===== src/rtl/xcom_pkg.sv =====
// xcom package
// frame geometry, opcodes and the command word shared by the
// transmitter, receiver, command FIFO and executor of the link
package xcom_pkg;

  ////////////////////////////////////////////////////////////////////////////
  // frame geometry
  ////////////////////////////////////////////////////////////////////////////
  // header is opcode in the upper nibble, argument in the lower one
  localparam int XCOM_OP_W    = 4;
  localparam int XCOM_ARG_W   = 4;
  localparam int XCOM_HDR_W   = XCOM_OP_W + XCOM_ARG_W;
  localparam int XCOM_DATA_W  = 32;
  // header first, then data, MSB first on the wire
  localparam int XCOM_FRAME_W = XCOM_HDR_W + XCOM_DATA_W;
  localparam int XCOM_BCNT_W  = $clog2(XCOM_FRAME_W);

  // strobe idle time that drops a partial frame at the receiver
  localparam int XCOM_RX_TIMEOUT = 64;
  localparam int XCOM_IDLE_W     = $clog2(XCOM_RX_TIMEOUT + 1);

  // executor memory and receive buffer sizes
  localparam int XCOM_MEM_DEPTH  = 16;
  localparam int XCOM_FIFO_DEPTH = 4;

  ////////////////////////////////////////////////////////////////////////////
  // opcodes
  ////////////////////////////////////////////////////////////////////////////
  localparam logic [XCOM_OP_W-1:0] XCOM_SET_ID     = 4'd0;
  localparam logic [XCOM_OP_W-1:0] XCOM_WRITE_FLAG = 4'd1;
  localparam logic [XCOM_OP_W-1:0] XCOM_WRITE_REG  = 4'd2;
  localparam logic [XCOM_OP_W-1:0] XCOM_WRITE_MEM  = 4'd3;

  // one received command, laid out in wire order
  typedef struct packed {
    logic [XCOM_HDR_W-1:0]  header;
    logic [XCOM_DATA_W-1:0] data;
  } xcom_cmd_t;

endpackage


===== src/rtl/xcom_tx_ser.sv =====
// xcom link transmitter
// takes one host command over a four-phase req/ack port and sends it as
// a 40 bit frame on a data wire plus a toggling strobe wire
`timescale 1ns/1ps

module xcom_tx_ser import xcom_pkg::*; (
  input  logic                   i_clk,
  input  logic                   i_rstn,
  input  logic                   i_req,
  input  logic [XCOM_HDR_W-1:0]  i_header,
  input  logic [XCOM_DATA_W-1:0] i_data,
  input  logic [3:0]             i_cfg_tick,
  output logic                   o_ack,
  output logic                   o_tx_ready,
  output logic                   o_xcom_data,
  output logic                   o_xcom_clk
);

  typedef enum logic [1:0] {
    ST_IDLE,
    ST_SHIFT,
    ST_ACK
  } tx_state_t;

  tx_state_t               state_q;
  logic                    req_q;
  logic                    req_rise;
  logic [3:0]              tick_q;
  logic                    tick_end;
  // low while waiting to toggle the strobe, high while holding the bit
  logic                    half_q;
  logic [XCOM_BCNT_W-1:0]  bit_q;
  logic                    last_bit;
  logic                    shift_step;
  logic [XCOM_FRAME_W-1:0] shift_q;

  assign req_rise   = i_req & ~req_q;
  assign tick_end   = (tick_q == i_cfg_tick);
  assign last_bit   = (bit_q == XCOM_BCNT_W'(XCOM_FRAME_W - 1));
  // move to the next bit at the end of the second half period
  assign shift_step = (state_q == ST_SHIFT) & tick_end & half_q & ~last_bit;

  // host may only start a new command once the previous one is closed
  assign o_tx_ready = (state_q == ST_IDLE) & ~i_req;

  ////////////////////////////////////////////////////////////////////////////
  // control FSM and wire drivers
  ////////////////////////////////////////////////////////////////////////////
  always_ff @(posedge i_clk) begin
    if (!i_rstn) begin
      state_q     <= ST_IDLE;
      req_q       <= 1'b0;
      tick_q      <= '0;
      half_q      <= 1'b0;
      bit_q       <= '0;
      o_ack       <= 1'b0;
      o_xcom_data <= 1'b0;
      o_xcom_clk  <= 1'b0;
    end else begin
      req_q <= i_req;
      case (state_q)
        ST_IDLE: begin
          if (req_rise) begin
            state_q     <= ST_SHIFT;
            tick_q      <= '0;
            half_q      <= 1'b0;
            bit_q       <= '0;
            // first bit goes out with the latch
            o_xcom_data <= i_header[XCOM_HDR_W-1];
          end
        end
        ST_SHIFT: begin
          if (tick_end) begin
            tick_q <= '0;
            if (!half_q) begin
              // data has settled, one strobe edge per bit
              o_xcom_clk <= ~o_xcom_clk;
              half_q     <= 1'b1;
            end else begin
              half_q <= 1'b0;
              if (last_bit) begin
                // 40 toggles leave the strobe low again
                state_q     <= ST_ACK;
                o_ack       <= 1'b1;
                o_xcom_data <= 1'b0;
              end else begin
                bit_q       <= bit_q + 1'b1;
                o_xcom_data <= shift_q[XCOM_FRAME_W-2];
              end
            end
          end else begin
            tick_q <= tick_q + 1'b1;
          end
        end
        ST_ACK: begin
          // close the handshake once the host lets go
          if (!i_req) begin
            o_ack   <= 1'b0;
            state_q <= ST_IDLE;
          end
        end
        default: state_q <= ST_IDLE;
      endcase
    end
  end

  // frame shifter, msb is the bit on the wire
  always_ff @(posedge i_clk) begin
    if ((state_q == ST_IDLE) && req_rise) begin
      shift_q <= {i_header, i_data};
    end else if (shift_step) begin
      shift_q <= shift_q << 1;
    end
  end

endmodule


===== src/rtl/xcom_rx_deser.sv =====
// xcom link receiver
// samples the data wire on every strobe toggle and hands out each
// complete 40 bit frame as one command with a single cycle push
`timescale 1ns/1ps

module xcom_rx_deser import xcom_pkg::*; (
  input  logic      i_clk,
  input  logic      i_rstn,
  input  logic      i_xcom_data,
  input  logic      i_xcom_clk,
  output logic      o_push,
  output xcom_cmd_t o_cmd
);

  logic                    clk_q;
  logic                    clk_qq;
  logic                    data_q;
  logic                    edge_s;
  logic [XCOM_BCNT_W-1:0]  bit_q;
  logic [XCOM_IDLE_W-1:0]  idle_q;
  logic                    push_q;
  logic [XCOM_FRAME_W-1:0] sr_q;

  // either strobe direction marks a bit
  assign edge_s = clk_q ^ clk_qq;

  ////////////////////////////////////////////////////////////////////////////
  // input registers, bit counter, idle timeout
  ////////////////////////////////////////////////////////////////////////////
  always_ff @(posedge i_clk) begin
    if (!i_rstn) begin
      clk_q  <= 1'b0;
      clk_qq <= 1'b0;
      data_q <= 1'b0;
      bit_q  <= '0;
      idle_q <= '0;
      push_q <= 1'b0;
    end else begin
      // strobe and data pass the same register stage
      clk_q  <= i_xcom_clk;
      clk_qq <= clk_q;
      data_q <= i_xcom_data;
      push_q <= 1'b0;
      if (edge_s) begin
        idle_q <= '0;
        if (bit_q == XCOM_BCNT_W'(XCOM_FRAME_W - 1)) begin
          bit_q  <= '0;
          push_q <= 1'b1;
        end else begin
          bit_q <= bit_q + 1'b1;
        end
      end else if (idle_q == XCOM_IDLE_W'(XCOM_RX_TIMEOUT)) begin
        // strobe went quiet mid frame
        bit_q <= '0;
      end else begin
        idle_q <= idle_q + 1'b1;
      end
    end
  end

  // deserializer, first bit ends up at the msb
  always_ff @(posedge i_clk) begin
    if (edge_s) begin
      sr_q <= {sr_q[XCOM_FRAME_W-2:0], data_q};
    end
  end

  // shifter holds the whole frame while push is high
  assign o_cmd  = xcom_cmd_t'(sr_q);
  assign o_push = push_q;

endmodule


===== src/rtl/xcom_cmd_fifo.sv =====
// command FIFO
// circular buffer between the link receiver and the executor, with a
// four-phase req/ack read side and a sticky overflow flag
`timescale 1ns/1ps

module xcom_cmd_fifo import xcom_pkg::*; #(
  parameter type T     = xcom_cmd_t,
  parameter int  DEPTH = 4
) (
  input  logic i_clk,
  input  logic i_rstn,
  input  logic i_push,
  input  T     i_data,
  output logic o_req,
  input  logic i_ack,
  output T     o_data,
  output logic o_overflow
);

  localparam int AW = (DEPTH > 1) ? $clog2(DEPTH) : 1;
  localparam int CW = $clog2(DEPTH + 1);

  T                mem_q [DEPTH];
  logic [AW-1:0]   wr_q;
  logic [AW-1:0]   rd_q;
  logic [CW-1:0]   cnt_q;
  logic [CW-1:0]   cnt_n;
  logic            ack_q;
  logic            req_q;
  logic            push_ok;
  logic            pop;

  // a push into a full buffer is lost
  assign push_ok = i_push & (cnt_q != CW'(DEPTH));
  // entry leaves on the rising edge of ack
  assign pop     = i_ack & ~ack_q;
  assign cnt_n   = cnt_q + CW'(push_ok) - CW'(pop);

  ////////////////////////////////////////////////////////////////////////////
  // pointers, count and read handshake
  ////////////////////////////////////////////////////////////////////////////
  always_ff @(posedge i_clk) begin
    if (!i_rstn) begin
      wr_q       <= '0;
      rd_q       <= '0;
      cnt_q      <= '0;
      ack_q      <= 1'b0;
      req_q      <= 1'b0;
      o_overflow <= 1'b0;
    end else begin
      ack_q <= i_ack;
      cnt_q <= cnt_n;
      if (push_ok) begin
        wr_q <= (wr_q == AW'(DEPTH - 1)) ? '0 : wr_q + 1'b1;
      end
      if (pop) begin
        rd_q <= (rd_q == AW'(DEPTH - 1)) ? '0 : rd_q + 1'b1;
      end
      // sticky until reset
      if (i_push && !push_ok) begin
        o_overflow <= 1'b1;
      end
      // req stays low while ack is up, returns once ack has dropped
      req_q <= ~i_ack & (cnt_n != '0);
    end
  end

  // storage
  always_ff @(posedge i_clk) begin
    if (push_ok) begin
      mem_q[wr_q] <= i_data;
    end
  end

  assign o_req  = req_q;
  assign o_data = mem_q[rd_q];

endmodule


===== src/rtl/xcom_exec.sv =====
// command executor
// applies one command per four-phase request: board id, flag, the two
// data registers with a valid pulse, and a 16 word memory
`timescale 1ns/1ps

module xcom_exec import xcom_pkg::*; (
  input  logic                               i_clk,
  input  logic                               i_rstn,
  input  logic                               i_req,
  input  xcom_cmd_t                          i_cmd,
  output logic                               o_ack,
  input  logic [$clog2(XCOM_MEM_DEPTH)-1:0]  i_mem_addr,
  output logic [XCOM_DATA_W-1:0]             o_mem_data,
  output logic                               o_qp_flag,
  output logic                               o_qp_valid,
  output logic [XCOM_DATA_W-1:0]             o_qp_data1,
  output logic [XCOM_DATA_W-1:0]             o_qp_data2,
  output logic [XCOM_ARG_W-1:0]              o_xcom_id
);

  logic [XCOM_OP_W-1:0]   op_s;
  logic [XCOM_ARG_W-1:0]  arg_s;
  logic                   exec_s;
  logic [XCOM_DATA_W-1:0] mem_q [XCOM_MEM_DEPTH];

  // header split
  assign op_s  = i_cmd.header[XCOM_HDR_W-1 -: XCOM_OP_W];
  assign arg_s = i_cmd.header[XCOM_ARG_W-1:0];

  // only the first cycle of a request does work
  assign exec_s = i_req & ~o_ack;

  ////////////////////////////////////////////////////////////////////////////
  // decode and state update
  ////////////////////////////////////////////////////////////////////////////
  always_ff @(posedge i_clk) begin
    if (!i_rstn) begin
      o_ack      <= 1'b0;
      o_qp_flag  <= 1'b0;
      o_qp_valid <= 1'b0;
      o_qp_data1 <= '0;
      o_qp_data2 <= '0;
      o_xcom_id  <= '0;
      for (int i = 0; i < XCOM_MEM_DEPTH; i++) begin
        mem_q[i] <= '0;
      end
    end else begin
      // ack follows req one cycle later, both edges
      o_ack      <= i_req;
      o_qp_valid <= 1'b0;
      if (exec_s) begin
        case (op_s)
          XCOM_SET_ID: begin
            o_xcom_id <= arg_s;
          end
          XCOM_WRITE_FLAG: begin
            o_qp_flag <= arg_s[0];
          end
          XCOM_WRITE_REG: begin
            // arg bit 0 picks data2
            if (arg_s[0]) begin
              o_qp_data2 <= i_cmd.data;
            end else begin
              o_qp_data1 <= i_cmd.data;
            end
            o_qp_valid <= 1'b1;
          end
          XCOM_WRITE_MEM: begin
            mem_q[arg_s] <= i_cmd.data;
          end
          default: begin
            // unknown opcode, nothing changes
          end
        endcase
      end
    end
  end

  // async read port
  assign o_mem_data = mem_q[i_mem_addr];

endmodule


===== src/rtl/xcom_link_top.sv =====
// xcom link top
// host port into the transmitter, link wires into the receiver, then
// the command FIFO and the executor that owns the visible state
`timescale 1ns/1ps

module xcom_link_top import xcom_pkg::*; (
  input  logic                               i_clk,
  input  logic                               i_rstn,
  // host command port
  input  logic                               i_req,
  input  logic [XCOM_HDR_W-1:0]              i_header,
  input  logic [XCOM_DATA_W-1:0]             i_data,
  output logic                               o_ack,
  output logic                               o_tx_ready,
  input  logic [3:0]                         i_cfg_tick,
  // link wires
  input  logic                               i_xcom_data,
  input  logic                               i_xcom_clk,
  output logic                               o_xcom_data,
  output logic                               o_xcom_clk,
  // executor state
  input  logic [$clog2(XCOM_MEM_DEPTH)-1:0]  i_mem_addr,
  output logic [XCOM_DATA_W-1:0]             o_mem_data,
  output logic                               o_qp_flag,
  output logic                               o_qp_valid,
  output logic [XCOM_DATA_W-1:0]             o_qp_data1,
  output logic [XCOM_DATA_W-1:0]             o_qp_data2,
  output logic [XCOM_ARG_W-1:0]              o_xcom_id,
  output logic                               o_overflow
);

  logic      rx_push;
  xcom_cmd_t rx_cmd;
  logic      fifo_req;
  xcom_cmd_t fifo_cmd;
  logic      exec_ack;

  ////////////////////////////////////////////////////////////////////////////
  // send side
  ////////////////////////////////////////////////////////////////////////////
  xcom_tx_ser u_tx_ser (
    .i_clk       (i_clk),
    .i_rstn      (i_rstn),
    .i_req       (i_req),
    .i_header    (i_header),
    .i_data      (i_data),
    .i_cfg_tick  (i_cfg_tick),
    .o_ack       (o_ack),
    .o_tx_ready  (o_tx_ready),
    .o_xcom_data (o_xcom_data),
    .o_xcom_clk  (o_xcom_clk)
  );

  ////////////////////////////////////////////////////////////////////////////
  // receive side, receiver -> FIFO -> executor
  ////////////////////////////////////////////////////////////////////////////
  xcom_rx_deser u_rx_deser (
    .i_clk       (i_clk),
    .i_rstn      (i_rstn),
    .i_xcom_data (i_xcom_data),
    .i_xcom_clk  (i_xcom_clk),
    .o_push      (rx_push),
    .o_cmd       (rx_cmd)
  );

  xcom_cmd_fifo #(
    .T     (xcom_cmd_t),
    .DEPTH (XCOM_FIFO_DEPTH)
  ) u_cmd_fifo (
    .i_clk      (i_clk),
    .i_rstn     (i_rstn),
    .i_push     (rx_push),
    .i_data     (rx_cmd),
    .o_req      (fifo_req),
    .i_ack      (exec_ack),
    .o_data     (fifo_cmd),
    .o_overflow (o_overflow)
  );

  xcom_exec u_exec (
    .i_clk      (i_clk),
    .i_rstn     (i_rstn),
    .i_req      (fifo_req),
    .i_cmd      (fifo_cmd),
    .o_ack      (exec_ack),
    .i_mem_addr (i_mem_addr),
    .o_mem_data (o_mem_data),
    .o_qp_flag  (o_qp_flag),
    .o_qp_valid (o_qp_valid),
    .o_qp_data1 (o_qp_data1),
    .o_qp_data2 (o_qp_data2),
    .o_xcom_id  (o_xcom_id)
  );

endmodule


===== config.mk =====
export PLATFORM = sky130hd
export DESIGN_NAME = xcom_link_top
export DESIGN_NICKNAME = d
export VERILOG_FILES = /design/src/rtl/xcom_pkg.sv /design/src/rtl/xcom_tx_ser.sv /design/src/rtl/xcom_rx_deser.sv /design/src/rtl/xcom_cmd_fifo.sv /design/src/rtl/xcom_exec.sv /design/src/rtl/xcom_link_top.sv
export SDC_FILE = /design/constraint.sdc
export NUM_CORES = 1
export LEC_CHECK = 0
export BUFFER_PORTS_ARGS = -buffer_cell sky130_fd_sc_hd__buf_2
export CAP_MARGIN = 10
export CORE_MARGIN = 1.5
export CORE_UTILIZATION = 65
export CTS_CLUSTER_DIAMETER = 150
export DETAILED_ROUTE_END_ITERATION = 8
export PLACE_DENSITY = 0.95
export RECOVER_POWER = 100
export SLEW_MARGIN = 20
export SYNTH_ARGS = -nofsm -noshare
export SYNTH_HDL_FRONTEND = slang
export SYNTH_SLANG_ARGS = --single-unit

===== constraint.sdc =====
create_clock -name i_clk -period 10.45 [get_ports i_clk]
set_input_delay 0.5225 -clock i_clk [delete_from_list [all_inputs] [get_ports i_clk]]
set_output_delay 0.5225 -clock i_clk [all_outputs]
set_load 0.005 [all_outputs]

==> metrics.cfg, run 1 <==
[outcome]
outcome = finished, violations left
violations = capacitance limit, slew limit

[flow_run]
cap_violations = 41

[clock_tree]
insertion_delay_ns = 0.65
cts_root_buffer = clkbuf_16
clk_pin_slew_ns = 0.06
tritoncts = built
htree_levels = 3
max-clock-path-buffers = 3
numClockSinks = 868
cts_hold_buf = 0
postCtsResizedCells = 0
post-cts-setup-buffers = 0
cts_buffers = 85

[timing]
timing.fmax_mhz = 137
hold_violations = 0
slew_headroom_pct = -170
holdWs_ns = 0.106
grt_setup_unrepaired = no
drv_slew = 1480
fin_crit_sh_pct = 69.7
min_period_ns = 7.28
setup_viol = 0
clock_skew_ns = 0.0261
setup-tns-final_ns = 0
tightest_slew_ns = 4.06

[route]
routed_via_density = 6.85
remaining_drc_errors = 0
postRouteWirelength_microns = 94000
via_count = 22193
ant_nets = 0
drtPass1Iterations = 6
wire_per_inst_microns = 29.0
drt_iter0_drc = 3048

[finish]
antenna_cells = 0
layout.nets = 2549
fin_cells = 3240
final_cell_area_sq_um = 39500
fin_util_pct = 73.1
drive_above_1_share_pct = 18.1
mostFrequentLayoutCells = 751 x edfxtp_1, 533 x nor2_1, 298 x nand2_1
synthToLayoutAreaGrowth_pct = 10.8
final_common_cell = edfxtp_1

[synth]
syn-cell-area_sq_um = 35600
synthFlopType = edfxtp_1
avgSynthCellArea_sq_um = 15.2
yosys_warnings = 0
ys_seq_area_share_pct = 69.9
synth-edff-count = 751
synthArstFlopShare_pct = 0
synthCells = 2346
ys_ff_latch = 868
synth_cell_types = 58
synth_nets = 2412

[global_route]
antenna_found_initial = 4
gr-total-overflow = 0
grt_pass1_wl_microns = 139000
first_global_vias = 22871
grt_start_max_net_pins = 82
track_usage_pct = 33.9

[placed_design]
place_inst = 3090
placed_cell_area_sq_um = 37100
portBuffers = 159
dp.final_hpwl_microns = 52100
place_congestion = 0.817

[setup_path]
endpoint_kind = flip-flop
crit_fanout = 73
arrival_ns = 7.46
crit_path_start_kind = input port
path_class = input port to flip-flop
crit_required_ns = 10.63

[hold_path]
hold_path.class = input port to flip-flop

[floorplanning]
die_w_microns = 237
num_io_pins = 160
rows = 85
start_util_pct = 65.9
die_h_microns = 237
die-area_sq_um = 56200
core_region_area_sq_um = 54000

[pwr]
ir_drop_mv = 0.156
leakagePower_nw = 13.6
power_density_nw_per_um2 = 193

cells in the mapped netlist (3+ instances only):
cell type	instances	share of area, %
a21oi_1	12	0.17
a311o_1	4	0.11
and2_1	15	0.26
and3_1	4	0.070
and4_1	3	0.074
and4b_1	3	0.084
and4bb_2	3	0.11
buf_1	10	0.11
buf_2	58	0.82
buf_4	9	0.19
buf_6	7	0.22
clkbuf_1	64	0.67
dfxtp_1	117	6.6
edfxtp_1	751	63
ha_1	12	0.42
inv_1	16	0.17
mux2i_1	79	2.2
mux4_2	198	13
nand2_1	298	3.1
nand2b_1	4	0.070
nand3_1	15	0.21
nand3b_1	3	0.063
nand4_1	4	0.070
nand4_2	6	0.21
nand4b_1	4	0.098
nor2_1	532	5.6
nor2_2	7	0.12
nor2b_1	10	0.18
nor3_1	13	0.18
nor3b_1	3	0.063
nor4_1	3	0.053
o2111ai_1	3	0.074
o211ai_1	4	0.084
o21a_1	3	0.063
o21ai_0	23	0.32
o31ai_1	3	0.063
xnor2_1	11	0.27
xor2_1	3	0.074
path summary, 6_finish.rpt:
check,from,to,slack (ns),cells after the start
worst min-delay path,i_xcom_clk,u_rx_deser.clk_q$_SDFF_PN0_,0.11,2
worst max-delay path,i_rstn,u_exec.mem_q[3][11]$_SDFFCE_PN0P_,3.17,6
worst max register to register,flip-flop,u_exec.o_qp_data1[8]$_SDFFE_PN0P_,3.65,7
worst min register to register,u_rx_deser.data_q$_SDFF_PN0_,u_rx_deser.o_cmd[0]$_DFFE_PN_,0.41,0
kinds of logic after synthesis:
family                   Yosys count  share of synthesized area [%]
AO/OA/AOI/OAI                     70                           1.34
XOR/XNOR                          14                          0.344
adder cells (fa/ha/maj)           13                          0.478
buffers and inverters            164                           2.17
flip-flops                       868                           69.9
multiplexers                     278                           14.8
AND/OR/NAND/NOR                  939                           11.0
flip-flops by register name (all words and copies together) (netlist names), 6 cells and up, named ones only:
name / flops
u_exec.mem_q: 512
u_tx_ser.shift_q: 39
u_tx_ser.bit_q: 6
u_exec.o_qp_data1: 32
u_cmd_fifo.mem_q: 160
u_rx_deser.idle_q: 7
u_rx_deser.o_cmd: 40
u_rx_deser.bit_q: 6
u_exec.o_qp_data2: 32
final cells by class:
cell class,count,area [sq um]
clock buffer,109,2340
fill,2995,14600
multi-input combinational,1314,10000
tap,696,871
inverter,16,60.1
sequential,868,24900
clock inverter,39,369
timing repair buffer,198,928
routing by layer:
layer	vias to the layer above	global-route usage (%)	part of all wire [%]
li1	8925	-	-
met1	10909	40.1	32
met2	1928	57.8	51
met3	423	8.25	12
met4	8	17.6	5.7
met5	-	0	0.055
per-stage QoR:
step	setup slack (ns)	total power, mW
2_1_floorplan	5.71	4.41
3_3_place_gp	5.80	4.59
3_5_place_dp	5.45	4.64
4_1_cts	5.75	7.62
5_1_grt	2.92	7.80
6_report	3.17	7.64
worst max-delay path: stages:
cell and delay, ns:
clkbuf_1 2.22, and2_0 0.35, nor2b_1 0.90, nand4_1 0.79, o21ai_0 0.42, clkbuf_1 2.18
where the power goes:
part / internal (mW) / switching [mW] / leakage [nW]
clock: 1.75 / 1.29 / 1.32
sequential: 3.89 / 0.0642 / 8.42
combinational: 0.211 / 0.427 / 3.89
total: 5.85 / 1.78 / 13.6
(Power assumes the default switching activity.)
==> inputs of run 2 (changes only) <==
--- a/config.mk
+++ b/config.mk
@@ -5,13 +5,14 @@
 export SDC_FILE = /design/constraint.sdc
 export NUM_CORES = 1
 export LEC_CHECK = 0
+export ABC_AREA = 1
 export BUFFER_PORTS_ARGS = -buffer_cell sky130_fd_sc_hd__buf_2
 export CAP_MARGIN = 10
 export CORE_MARGIN = 1.5
-export CORE_UTILIZATION = 65
+export CORE_UTILIZATION = 56
 export CTS_CLUSTER_DIAMETER = 150
 export DETAILED_ROUTE_END_ITERATION = 8
-export PLACE_DENSITY = 0.95
+export PLACE_DENSITY = 0.88
 export RECOVER_POWER = 100
 export SLEW_MARGIN = 20
 export SYNTH_ARGS = -nofsm -noshare
==> constraint.sdc (replaced) <==
create_clock -name i_clk -period 5.8 [get_ports i_clk]
set_input_delay 0.29 -clock i_clk [delete_from_list [all_inputs] [get_ports i_clk]]
set_output_delay 0.29 -clock i_clk [all_outputs]
set_load 0.005 [all_outputs]
==> metrics.cfg, run 2 <==
[floorplanning]
die-area_sq_um = 66900
core_region_area_sq_um = 64500
rows = 93
num_io_pins = 160
start_util_pct = 56.8
die_w_microns = 259
die_h_microns = 259

[route]
wl_met1_microns = 35000
routed_via_density = 6.01
top_layer = met5
remaining_drc_errors = 0
drt_iter0_drc = 4588
ant_nets = 0
drtPass1Iterations = 6
wire_per_inst_microns = 21.9
via_count = 27263
routed-wl-met3_microns = 13600
route.met2.wl_microns = 44600
postRouteWirelength_microns = 99600

[flow_run]
cap_violations = 15

[clock_tree]
postCtsResizedCells = 0
clk_pin_slew_ns = 0.06
numClockSinks = 868
insertion_delay_ns = 0.67
cts_hold_buf = 42
post-cts-setup-buffers = 0
cts_root_buffer = clkbuf_16
cts_buffers = 85
tritoncts = built
max-clock-path-buffers = 3
htree_levels = 3

[setup_path]
crit_path_start_kind = input port
arrival_ns = 4.50
regToRegSetupSlack_ns = 1.03
endpoint_kind = output port
crit_family = buffers and inverters
rr_worst_depth = 9
crit_fanout = 131
crit_chain = buf_6, clkbuf_2, o21ai_0, o211ai_1, nand3_1, nand2_1, buf_2
crit_buf_inv = 3
path_class = input port to output port
crit_required_ns = 5.51
slowest_delay_ns = 1.80
cpMaxStageDelayCell = clkbuf_2
r2r_end = u_exec.mem_q[0][12]$_SDFFCE_PN0P_

[timing]
grt_setup_unrepaired = no
holdWs_ns = 0.0256
fin_crit_sh_pct = 82.6
min_period_ns = 4.79
clock_skew_ns = 0.0703
slew_headroom_pct = -92.5
timing.fmax_mhz = 209
tightest_slew_ns = 2.89
setup_viol = 0
hold_violations = 0
setup_ws_ns = 1.01
setup-tns-final_ns = 0
drv_slew = 684

[pwr]
p_seq_share_pct = 48.9
p_int_mw = 10.6
p_comb_share_pct = 12.4
power_density_nw_per_um2 = 357
ir_drop_mv = 0.277
switching_power_mw = 3.99
power_frac_clock_pct = 38.7
leakagePower_nw = 16.0
swShare_pct = 27.4

[synth]
synth_common_cells = 1,096 x nor2_1, 751 x edfxtp_1, 517 x nand2_1, 289 x o21ai_0, 145 x inv_1
synth_most_common_cell = nor2_1
synth_nets = 3610
synth.area.top_cells = edfxtp_1 62%, nor2_1 11%, dfxtp_1 6.4%
netlist.top_cell.by_area = edfxtp_1
syn-cell-area_sq_um = 36600
synthArstFlopShare_pct = 0
ys_ff_latch = 868
synthCells = 3544
yosys_warnings = 0
synth_cell_types = 35
ys_seq_area_share_pct = 68.0
synth_top_cell_area_share_pct = 61.6
synth-edff-count = 751
synthFlopType = edfxtp_1
avgSynthCellArea_sq_um = 10.3

[outcome]
outcome = finished, violations left
violations = capacitance limit, slew limit

[hold_path]
min-delay-start = i_header[7]
min_path_cells = 5
hold_path.class = input port to flip-flop
hold_end = u_tx_ser.o_xcom_data$_SDFFE_PN0P_

[finish]
final_common_cell = nor2_1
layout.nets = 3679
drive_above_1_share_pct = 7.71
mostFrequentLayoutCells = 1,097 x nor2_1, 751 x edfxtp_1, 509 x nand2_1
synthToLayoutAreaGrowth_pct = 11.4
largest_reg_flops = 512
regMostFlops = u_exec.mem_q

[global_route]
grt_pass1_wl_microns = 147000
antenna_found_initial = 3
first_global_vias = 25501
track_usage_pct = 29.0
grt_start_max_net_pins = 132
gr-total-overflow = 0

[placed_design]
place_congestion = 0.981
portBuffers = 159
dp_worst_setup_slack_ns = 1.67
dp.final_hpwl_microns = 57500

run 2: cell count changes after synthesis, sizes merged, moves of 56 or more:
cell | previous run | this run
nor2 | 539 | 1101
o21ai | 23 | 294
nand2 | 298 | 518
mux4 | 198 | 0
inv | 16 | 181
o211ai | 4 | 129
mux2i | 79 | 0
nand3 | 15 | 71
run 2: final cells by class:
cell class	count	area, sq um
fillers	4684	23700
clock inverters	44	573
clock buffers	112	2260
diodes	2	5.00
well taps	855	1070
repair buffers	225	1320
flip-flops and latches	868	24900
inverters	181	687
multi-input cells	2252	9960
run 2: routing by layer:
metal  vias up  global-route usage (%)
met2      2154                    44.1
li1      12045                       -
met4         2                    17.5
met3       303                    6.24
met1     12759                    38.7
met5         -                       0
run 2: worst register-to-register path: stages (launching register included):
cell	delay [ns]
dfxtp_1	0.51
inv_1	0.23
buf_4	0.37
nand3_1	0.24
nand2_1	0.13
nor2_1	0.22
nand2_1	0.18
nor2_1	0.47
nand2_1	0.76
nand2_1	1.22
run 2: through the flow:
stage | instances | total power, mW | utilization (%) | instance area, sq um
after floorplan | 3544 | 8.23 | - | 36600
after global placement | 4339 | 8.86 | 58.4 | 37700
after detailed placement | 4339 | 8.92 | 58.4 | 37700
after CTS | 4537 | 14.5 | 63.5 | 40900
after global routing | 4539 | 14.9 | 63.2 | 40800
final | 4539 | 14.6 | 63.2 | 40800
run 2: logic make-up (layout without fill, tap and decap cells):
group	count (synthesis)	count (layout)	share of synthesized area, %
buffers and inverters	424	562	4.84
AO/OA/AOI/OAI	516	516	8.42
AND/OR/NAND/NOR	1714	1714	18.0
adder cells (fa/ha/maj)	13	13	0.465
other	0	2	0
flip-flops	868	868	68.0
XOR/XNOR	9	9	0.215
run 2: power groups by stage:
stage | sequential [mW] | combinational [mW] | clock (mW)
2_1_floorplan | 7.21 | 1.02 | 0
3_3_place_gp | 7.23 | 1.63 | 0
3_5_place_dp | 7.24 | 1.68 | 0
4_1_cts | 7.11 | 1.72 | 5.64
5_1_grt | 7.14 | 1.87 | 5.88
6_report | 7.12 | 1.80 | 5.64
run 2: worst max-delay path by stage:
| stage | start | to | slack (ns) | depth (start not counted) |
|---|---|---|---|---|
| 2_1_floorplan | u_cmd_fifo.cnt_q[1]$_SDFF_PN0_ | u_cmd_fifo.mem_q[0][0]$_DFFE_PP_ | 3.03 | 4 |
| 3_3_place_gp | flip-flop | u_exec.mem_q[15][8]$_SDFFCE_PN0P_ | 1.74 | 9 |
| 3_5_place_dp | flip-flop | u_exec.mem_q[6][23]$_SDFFCE_PN0P_ | 1.67 | 9 |
| 4_1_cts | flip-flop | u_exec.mem_q[6][7]$_SDFFCE_PN0P_ | 1.55 | 9 |
| 5_1_grt | flip-flop | u_exec.mem_q[8][31]$_SDFFCE_PN0P_ | 0.78 | 9 |
| 6_report | i_mem_addr[0] | o_mem_data[19] | 1.01 | 7 |
